`src/source/csr_pkg.sv`:
```
package csr_pkg;

    localparam int xlen = 64;

    // machine-mode CSR addresses
    localparam logic [11:0] csr_addr_mscratch  = 12'h340;
    localparam logic [11:0] csr_addr_mcycle    = 12'hb00;
    localparam logic [11:0] csr_addr_minstret  = 12'hb02;
    localparam logic [11:0] csr_addr_mvendorid = 12'hf11;
    localparam logic [11:0] csr_addr_marchid   = 12'hf12;
    localparam logic [11:0] csr_addr_mimpid    = 12'hf13;
    localparam logic [11:0] csr_addr_mhartid   = 12'hf14;

    // user aliases, read only
    localparam logic [11:0] csr_addr_cycle     = 12'hc00;
    localparam logic [11:0] csr_addr_time      = 12'hc01;  // same counter as cycle
    localparam logic [11:0] csr_addr_instret   = 12'hc02;

    localparam logic [xlen-1:0] mvendorid_value = 64'h0000_0000_0000_0000;  // non-commercial
    localparam logic [xlen-1:0] marchid_value   = 64'h0000_0000_0000_0023;
    localparam logic [xlen-1:0] mimpid_value    = 64'h0000_0000_0001_0400;

    localparam logic [6:0] opcode_system = 7'b1110011;

    localparam logic [5:0] cause_illegal_instr = 6'd2;

    typedef enum logic [1:0] {
        csr_op_write = 2'd0,
        csr_op_set   = 2'd1,
        csr_op_clear = 2'd2
    } csr_op_e;

    // decode -> execute
    typedef struct packed {
        logic            valid;
        logic            illegal;
        logic [31:0]     instr;
        logic [11:0]     addr;
        csr_op_e         op;
        logic [4:0]      rd;
        logic [xlen-1:0] src;      // zero-extended uimm or rs1 data
        logic            do_read;
        logic            do_write;
    } csr_req_t;

    // execute -> result
    typedef struct packed {
        logic            valid;
        logic [4:0]      rd;
        logic            do_read;
        logic            exception;
        logic [xlen-1:0] old_value;
        logic [31:0]     instr;
    } csr_exec_t;

    // writeback record to the core
    typedef struct packed {
        logic            valid;
        logic [4:0]      rd;
        logic            we;
        logic [xlen-1:0] data;
        logic            exception;
        logic [5:0]      cause;
        logic [xlen-1:0] tval;
    } csr_wb_t;

endpackage

```
`src/source/csr_counters.sv`:
```
module csr_counters (
    input  logic                     clk,
    input  logic                     rst,
    input  logic                     inst_retired,
    input  logic                     cycle_we,
    input  logic                     instret_we,
    input  logic [csr_pkg::xlen-1:0] wdata,
    output logic [csr_pkg::xlen-1:0] cycle_count,
    output logic [csr_pkg::xlen-1:0] instret_count
);

    logic [$bits(cycle_count)-1:0]   cycle_next;
    logic [$bits(instret_count)-1:0] instret_next;

    // explicit write wins over the increment
    always_comb begin
        if (cycle_we) begin
            cycle_next = wdata;
        end else begin
            cycle_next = cycle_count + 1'b1;  // free running
        end
    end

    always_comb begin
        if (instret_we) begin
            instret_next = wdata;
        end else if (inst_retired) begin
            instret_next = instret_count + 1'b1;
        end else begin
            instret_next = instret_count;
        end
    end

    always_ff @(posedge clk) begin
        if (rst) begin
            cycle_count   <= '0;
            instret_count <= '0;
        end else begin
            cycle_count   <= cycle_next;
            instret_count <= instret_next;
        end
    end

endmodule

```
`src/source/csr_decode.sv`:
```
module csr_decode (
    input  logic                     clk,
    input  logic                     rst,
    input  logic                     instr_valid,
    input  logic [31:0]              instr,
    input  logic [csr_pkg::xlen-1:0] rs1_data,
    output csr_pkg::csr_req_t        req
);
    import csr_pkg::*;

    logic [6:0] opcode;
    logic [2:0] funct3;
    logic [4:0] rd;
    logic [4:0] rs1_uimm;
    logic       write_form;
    logic       illegal;
    csr_req_t   req_d;

    assign opcode   = instr[6:0];
    assign rd       = instr[11:7];
    assign funct3   = instr[14:12];
    assign rs1_uimm = instr[19:15];

    // funct3 000 and 100 are not Zicsr (ecall, ebreak, xret land here)
    assign illegal    = (opcode != opcode_system) || (funct3[1:0] == 2'b00);
    assign write_form = (funct3[1:0] == 2'b01);

    always_comb begin
        req_d       = '0;
        req_d.valid = instr_valid;
        req_d.illegal = illegal;
        req_d.instr = instr;
        req_d.addr  = instr[31:20];
        req_d.rd    = rd;

        case (funct3[1:0])
            2'b10:   req_d.op = csr_op_set;
            2'b11:   req_d.op = csr_op_clear;
            default: req_d.op = csr_op_write;
        endcase

        if (funct3[2]) begin
            req_d.src = {{(xlen-5){1'b0}}, rs1_uimm};  // immediate forms
        end else begin
            req_d.src = rs1_data;
        end

        // set/clear with a zero source field performs no write at all
        req_d.do_write = !illegal && (write_form || (rs1_uimm != 5'd0));
        req_d.do_read  = !(write_form && (rd == 5'd0));
    end

    always_ff @(posedge clk) begin
        req <= req_d;
        if (rst) begin
            req.valid <= 1'b0;
        end
    end

    // a rejected instruction must never reach execute as a write
    a_illegal_no_write: assert property (
        @(posedge clk) disable iff (rst)
        req.valid && req.illegal |-> !req.do_write
    ) else $error("illegal request carries a write");

endmodule

```
`src/source/csr_file.sv`:
```
module csr_file (
    input  logic               clk,
    input  logic               rst,
    input  logic               inst_retired,
    input  csr_pkg::csr_req_t  req,
    output csr_pkg::csr_exec_t exec
);
    import csr_pkg::*;

    logic [xlen-1:0] mscratch;
    logic [xlen-1:0] cycle_count;
    logic [xlen-1:0] instret_count;
    logic [xlen-1:0] old_value;
    logic [xlen-1:0] new_value;
    logic            addr_ok;
    logic            read_only;
    logic            exception;
    logic            commit;
    logic            mscratch_we;
    logic            cycle_we;
    logic            instret_we;

    // aliases map onto the machine counters
    always_comb begin
        addr_ok = 1'b1;
        case (req.addr)
            csr_addr_mscratch:  old_value = mscratch;
            csr_addr_mcycle:    old_value = cycle_count;
            csr_addr_cycle:     old_value = cycle_count;
            csr_addr_time:      old_value = cycle_count;  // no separate timer
            csr_addr_minstret:  old_value = instret_count;
            csr_addr_instret:   old_value = instret_count;
            csr_addr_mvendorid: old_value = mvendorid_value;
            csr_addr_marchid:   old_value = marchid_value;
            csr_addr_mimpid:    old_value = mimpid_value;
            csr_addr_mhartid:   old_value = '0;  // single hart
            default: begin
                addr_ok   = 1'b0;
                old_value = '0;
            end
        endcase
    end

    // top two address bits set means read-only space
    assign read_only = (req.addr[11:10] == 2'b11);
    assign exception = req.illegal || !addr_ok || (req.do_write && read_only);

    always_comb begin
        case (req.op)
            csr_op_set:   new_value = old_value | req.src;
            csr_op_clear: new_value = old_value & ~req.src;
            default:      new_value = req.src;
        endcase
    end

    assign commit      = req.valid && !exception && req.do_write;
    assign mscratch_we = commit && (req.addr == csr_addr_mscratch);
    assign cycle_we    = commit && (req.addr == csr_addr_mcycle);
    assign instret_we  = commit && (req.addr == csr_addr_minstret);

    always_ff @(posedge clk) begin
        if (rst) begin
            mscratch <= '0;
        end else if (mscratch_we) begin
            mscratch <= new_value;
        end
    end

    csr_counters counters0 (
        .clk          (clk),
        .rst          (rst),
        .inst_retired (inst_retired),
        .cycle_we     (cycle_we),
        .instret_we   (instret_we),
        .wdata        (new_value),
        .cycle_count  (cycle_count),
        .instret_count(instret_count)
    );

    always_comb begin
        exec           = '0;
        exec.valid     = req.valid;
        exec.rd        = req.rd;
        exec.do_read   = req.do_read;
        exec.exception = exception;
        exec.old_value = old_value;
        exec.instr     = req.instr;
    end

    // an excepted instruction leaves mscratch alone and the counters on their normal course
    a_no_write_on_exception: assert property (
        @(posedge clk) disable iff (rst)
        exec.valid && exec.exception |=>
            (mscratch == $past(mscratch)) &&
            (cycle_count == $past(cycle_count) + 1'b1) &&
            (instret_count ==
                $past(instret_count) + {{(xlen-1){1'b0}}, $past(inst_retired)})
    ) else $error("CSR state changed by an excepted instruction");

endmodule

```
`src/source/csr_result.sv`:
```
module csr_result (
    input  logic               clk,
    input  logic               rst,
    input  csr_pkg::csr_exec_t exec,
    output csr_pkg::csr_wb_t   wb
);
    import csr_pkg::*;

    logic    fault;
    csr_wb_t wb_d;

    assign fault = exec.valid && exec.exception;

    always_comb begin
        wb_d       = '0;
        wb_d.valid = exec.valid;
        wb_d.rd    = exec.rd;
        // do_read is low only for rd == 0
        wb_d.we    = exec.valid && !exec.exception && exec.do_read && (exec.rd != 5'd0);
        wb_d.data  = exec.old_value;
        wb_d.exception = fault;
        if (fault) begin
            wb_d.cause = cause_illegal_instr;
            wb_d.tval  = {{(xlen-32){1'b0}}, exec.instr};
        end
    end

    always_ff @(posedge clk) begin
        wb <= wb_d;
        if (rst) begin
            wb.valid <= 1'b0;
        end
    end

    // a trapped instruction never writes rd
    a_exception_blocks_we: assert property (
        @(posedge clk) disable iff (rst)
        wb.valid |-> !(wb.we && wb.exception)
    ) else $error("writeback with both we and exception");

endmodule

```
`src/source/csr_unit.sv`:
```
module csr_unit (
    input  logic                     clk,
    input  logic                     rst,
    input  logic                     instr_valid,
    input  logic [31:0]              instr,
    input  logic [csr_pkg::xlen-1:0] rs1_data,
    input  logic                     inst_retired,
    output csr_pkg::csr_wb_t         wb
);
    import csr_pkg::*;

    csr_req_t  req;   // request register output
    csr_exec_t exec;  // combinational execute result

    csr_decode decode0 (
        .clk        (clk),
        .rst        (rst),
        .instr_valid(instr_valid),
        .instr      (instr),
        .rs1_data   (rs1_data),
        .req        (req)
    );

    // read and write in one cycle, so no forwarding between back-to-back ops
    csr_file file0 (
        .clk         (clk),
        .rst         (rst),
        .inst_retired(inst_retired),
        .req         (req),
        .exec        (exec)
    );

    csr_result result0 (
        .clk (clk),
        .rst (rst),
        .exec(exec),
        .wb  (wb)
    );

endmodule

```
`config.mk`:
```
export PLATFORM = sky130hd
export DESIGN_NAME = csr_unit
export DESIGN_NICKNAME = d
export VERILOG_FILES = /design/src/source/csr_pkg.sv /design/src/source/csr_counters.sv /design/src/source/csr_decode.sv /design/src/source/csr_file.sv /design/src/source/csr_result.sv /design/src/source/csr_unit.sv
export SDC_FILE = /design/constraint.sdc
export NUM_CORES = 1
export LEC_CHECK = 0
export BUFFER_PORTS_ARGS = -buffer_cell sky130_fd_sc_hd__buf_2
export CORE_ASPECT_RATIO = 1.1
export CORE_MARGIN = 2
export CORE_UTILIZATION = 50
export DETAILED_ROUTE_END_ITERATION = 12
export PLACE_DENSITY = 0.78
export SLEW_MARGIN = 30
export SYNTH_ARGS = -nofsm -noshare
export SYNTH_HDL_FRONTEND = slang
export SYNTH_SLANG_ARGS = --single-unit
```
`constraint.sdc`:
```
create_clock -name clk -period 3.1 [get_ports clk]
set_clock_uncertainty 0.05 [all_clocks]
set_input_delay 0.155 -clock clk [delete_from_list [all_inputs] [get_ports clk]]
set_output_delay 0.155 -clock clk [all_outputs]
set_load 0.05 [all_outputs]
```
Word level (Yosys, flattened, before mapping)
Index checks and enable logic that the tools add are counted.
{"block": "totals", "reg_bits": 449, "inputBits": 100, "output_inout_bits": 142, "word_cells": 79}
{"block": "op_classes", "n_addsub": 2, "eq_ne": 17, "mux": 9, "n_bitwise": 3, "n_reduce_logical": 27}
{"cell": "$pmux W64 S5", "n": 1}
{"cell": "$mux W64", "n": 3}
{"cell": "$add A64 B1 Y64 const B", "n": 2}
{"cell": "$pmux W64 S2", "n": 1}
{"cell": "$eq A12 B12 Y1 const B", "n": 9}
{"cell": "$mux W66", "n": 1}
{"cell": "$and A64 B64 Y64", "n": 1}
{"cell": "$not A64 Y64", "n": 1}
{"cell": "$or A64 B64 Y64", "n": 1}
{"cell": "$eq A12 B10 Y1 const B", "n": 1}
{"cell": "$logic_and A1 B1 Y1", "n": 11}
{"cell": "$reduce_bool A5 Y1", "n": 2}
{"cell": "$reduce_or A10 Y1", "n": 1}
{"cell": "$eq A2 B2 Y1 const B", "n": 4}
{"cell": "$ne A7 B7 Y1 const B", "n": 1}
{"cell": "$logic_not A5 Y1", "n": 1}
{"cell": "$mux W5", "n": 1}
{"cell": "$eq A2 B1 Y1 const B", "n": 2}
{"cell": "$logic_not A1 Y1", "n": 4}
{"cell": "$logic_or A1 B1 Y1", "n": 4}
{"cell": "$pmux W2 S2", "n": 1}
{"cell": "$reduce_or A3 Y1", "n": 1}
{"cell": "$logic_not A2 Y1", "n": 1}
{"cell": "$reduce_bool A2 Y1", "n": 1}
{"cell": "2 further kinds", "n": 2}

Logic depth before layout (Yosys ltp)
{"block": "depth", "depth_word": 11, "mapped_depth": 10, "ltp_nobuf": 8}

By module
From an unflattened synthesis, not the netlist that was laid out.
{"block": "unflattened", "hier_cells": 2107, "area_unflattened_um2": 18158.7}
{"module": "csr_counters", "instances": 1, "cells_each": 972, "area_each_um2": 7616.1, "seq_area_each_um2": 2562.5}
{"module": "csr_file", "instances": 1, "cells_each": 745, "area_each_um2": 5165.0, "seq_area_each_um2": 1281.2}
{"module": "csr_decode", "instances": 1, "cells_each": 203, "area_each_um2": 2735.1, "seq_area_each_um2": 2042.0}
{"module": "csr_result", "instances": 1, "cells_each": 187, "area_each_um2": 2642.5, "seq_area_each_um2": 2082.0}

Worst setup path before layout
Ideal clock, no wire load.
{"block": "synth_path", "path_kind": "register -> register", "from": "reg decode0.req[112] (netlist name)", "to": "reg file0.counters0.instret_count[2] (netlist name)", "setup_time_ns": 0.086, "arrival_ns": 2.197, "slack_ns": 0.767, "path_stages_with_launch": 10, "path_buffers": 3, "cell_sequence": "dfxtp_1 -> or4b_1 -> buf_2 -> a2111oi_4 -> buf_6 -> buf_6 -> a22oi_2 -> o31ai_2 -> nor2_1 -> a211oi_1"}
{"item": "end signal, assigned", "line_no": "csr_counters.sv:40", "source": "instret_count <= instret_next;"}
{"item": "end, declared", "line_no": "csr_counters.sv:9", "source": "output logic [csr_pkg::xlen-1:0] instret_count"}

==> flow_summary.yaml <==
yosys:
  ys.flop_type: "dfxtp_1"
  syn_area_um2: 17800
  ys_warn_count: 0
  synth.top_cell.area_share_pct: 44.8
  ys_async_sr_fraction_pct: 0
  synth_cell_types: 73
  yosysTopAreaCell: "dfxtp_1"
  synth_area_leaders: "dfxtp_1, a211oi_1, xnor2_1, nand2_1, nor2_1"
  synth_edf_count: 0
  syn_inst: 2043
  yosysSeqAreaShare_pct: 44.8
  avgSynthCellArea_um2: 8.71
  synth-seq-cells: 398
power:
  comb_power_share_pct: 7.9
  seqPwrFrac_pct: 47.2
  p_sw_share_pct: 24.5
  p_sw_mw: 2.74
  p_clk_share_pct: 44.9
  vdd_drop_max_mv: 0.385
  power_density_nw_per_um2: 516
  total_power_mw: 11.2
  leakagePower_nw: 8.40
  p_int_mw: 8.45
global_routing:
  grt_antenna_before_repair: 1
  gr-total-overflow: 0
  grt_max_degree: 97
  grt_pass1_vias: 16522
  met3_usage_pct: 5.64
  gr-usage-met1_pct: 35.6
  grt.busiest_layer: "met2"
  use_met2_pct: 46.8
  grt_use_total_pct: 28.8
  grt_pass1_wl_um: 85500
placement:
  finalWeightedCongestion: 0.921
  dpl.hpwl_um: 35500
  io_buffers: 204
  place_inst: 2617
critical_path:
  critPathKind: "reg -> reg"
  cp_data_required_time_ns: 3.52
  cp_max_fo: 36
  cp_data_arrival_time_ns: 3.30
  cp-start-kind: "flop"
  cp-end-kind: "flop"
floorplanning:
  die_y_um: 202
  rows: 72
  initial_core_util_pct: 50.7
  coreArea_um2: 35100
  num_io_pins: 242
  die_w_um: 184
  dieArea_um2: 37100
clock_tree:
  clock_latency_ns: 0.56
  clockBufferDepth: 3
  path_clk_slew_ns: 0.06
  cts_setup_buffers: 0
  numClockSinks: 398
  hold_buffers: 96
  cts_tree: "yes"
  root_buffer: "clkbuf_16"
  cts_resized: 0
  cts_made_buffers: 41
  ctsHtreeMaxLevel: 2
routing:
  drc: 0
  dr.first_iter.drc_count: 1805
  vias_per_cell: 5.98
  wl_per_cell_um: 19.5
  drt-total-wl_um: 54400
  firstDrtPassIters: 7
  ant_nets: 0
  dr_total_vias: 16692
final_layout:
  final_common_cell: "dfxtp_1"
  layout_common_cells: "dfxtp_1, buf_2, nand2_1, nor2_1, a211oi_1"
  drive_gt1_share_pct: 16.5
  syn_to_final_growth_pct: 21.7
  fillers: 2939
  stdcell_count: 2789
  fin_nets: 2416
status:
  status: "finished clean"
sta:
  final-setup-viol-count: 0
  worst_pin_slew_ns: 0.906
  finalHoldViolations: 0
  timing.final.crit_share_pct: 92.6
  hold_ws_ns: 0.0368
  tns_ns: 0
  rsz0062_at_grt: "false"
  fin_crit_ns: 2.87
  report.final.slew_viol_count: 0
  max_slew_margin_pct: 39.6
  fmax_ghz: 0.348
worst_hold_path:
  holdCritPathClass: "in -> reg"
flow_run:
  maxCapViolations: 0
## layer usage
layer / wire, um / up-vias / part of all wire, %
met5: 0 / - / 0
met4: 3040 / 0 / 5.6
met3: 5080 / 218 / 9.3
met2: 25000 / 933 / 46
met1: 21300 / 7815 / 39
li1: - / 7726 / -
## logic make-up after synthesis
family / after synthesis / share of synthesized area (%)
XOR/XNOR: 123 / 6.05
flip-flops: 398 / 44.8
adder cells (fa/ha/maj): 4 / 0.281
buffers and inverters: 260 / 6.60
AND/OR/NAND/NOR: 785 / 22.5
AO/OA/AOI/OAI: 466 / 19.5
multiplexers: 6 / 0.372
other: 1 / 0.0211
## critical path, stage by stage, from the launching register on
cell and delay [ns]:
dfxtp_1 0.33, or4b_1 0.73, a2111oi_4 0.45, buf_12 0.30
buf_12 0.21, a222oi_1 0.12, a21oi_1 0.28, nor2_1 0.08
a211oi_1 0.22
## sequential cells by signal, indices dropped and copies added, names as in the netlist
signal                         cells
decode0.req                      102
file0.counters0.cycle_count       64
file0.counters0.instret_count     64
file0.mscratch                    64
result0.wb                       104
## cell type report
| cell class | instances | area (um2) | area share, % |
|---|---|---|---|
| Multi-Input combinational cell | 1421 | 8810 | 40.7 |
| Sequential cell | 398 | 7970 | 36.8 |
| Timing Repair Buffer | 366 | 2630 | 12.1 |
| Clock buffer | 54 | 1160 | 5.38 |
| Tap cell | 444 | 556 | 2.56 |
| Inverter | 84 | 315 | 1.46 |
| Clock inverter | 21 | 219 | 1.01 |
| Antenna cell | 1 | 2.50 | 0.0115 |
## final timing paths
check                                      start                                to  slack [ns]  cells past startpoint
worst max-delay path            decode0.req[112]  file0.counters0.instret_count[3]        0.23                      8
worst min-delay path                inst_retired  file0.counters0.instret_count[0]        0.04                      4
worst max register to register  decode0.req[112]  file0.counters0.instret_count[3]        0.23                      8
worst min register to register   decode0.req[92]                   result0.wb[136]        0.31                      0
## through the flow
| stage | utilization (%) | worst slack, ns | cell area (um2) |
|---|---|---|---|
| after floorplan | - | 0.767 | 17900 |
| after global placement | 55.0 | 0.373 | 19300 |
| after detailed placement | 55.0 | 0.272 | 19300 |
| after CTS | 61.7 | 0.255 | 21700 |
| after global routing | 61.7 | 0.0931 | 21700 |
| final | 61.7 | 0.229 | 21700 |
## Yosys cell counts, types with 17 or more instances
master and count:
a22oi_1 23, buf_2 18, a21o_1 33, dfxtp_1 398
nand2b_1 39, nand3_1 59, nor4_1 22, xnor2_1 87
and2_1 52, xor2_1 36, a211oi_1 142, nor2b_1 64
nor2_1 166, a32oi_1 17, buf_4 43, a21oi_1 115
o21ai_0 21, clkbuf_1 108, nor3_1 69, inv_1 83
a222oi_1 31, nand2_1 193, nand4_1 50
## power by group through the flow
stage	combinational (mW)	clock (mW)	sequential [mW]
2_1_floorplan	0.523	0	5.44
3_3_place_gp	0.760	0	5.39
4_1_cts	0.876	5.09	5.28
5_1_grt	0.942	5.30	5.29
6_report	0.888	5.02	5.28
3_5_place_dp	0.778	0	5.39
Note: power is estimated with default switching activity, not from simulation.
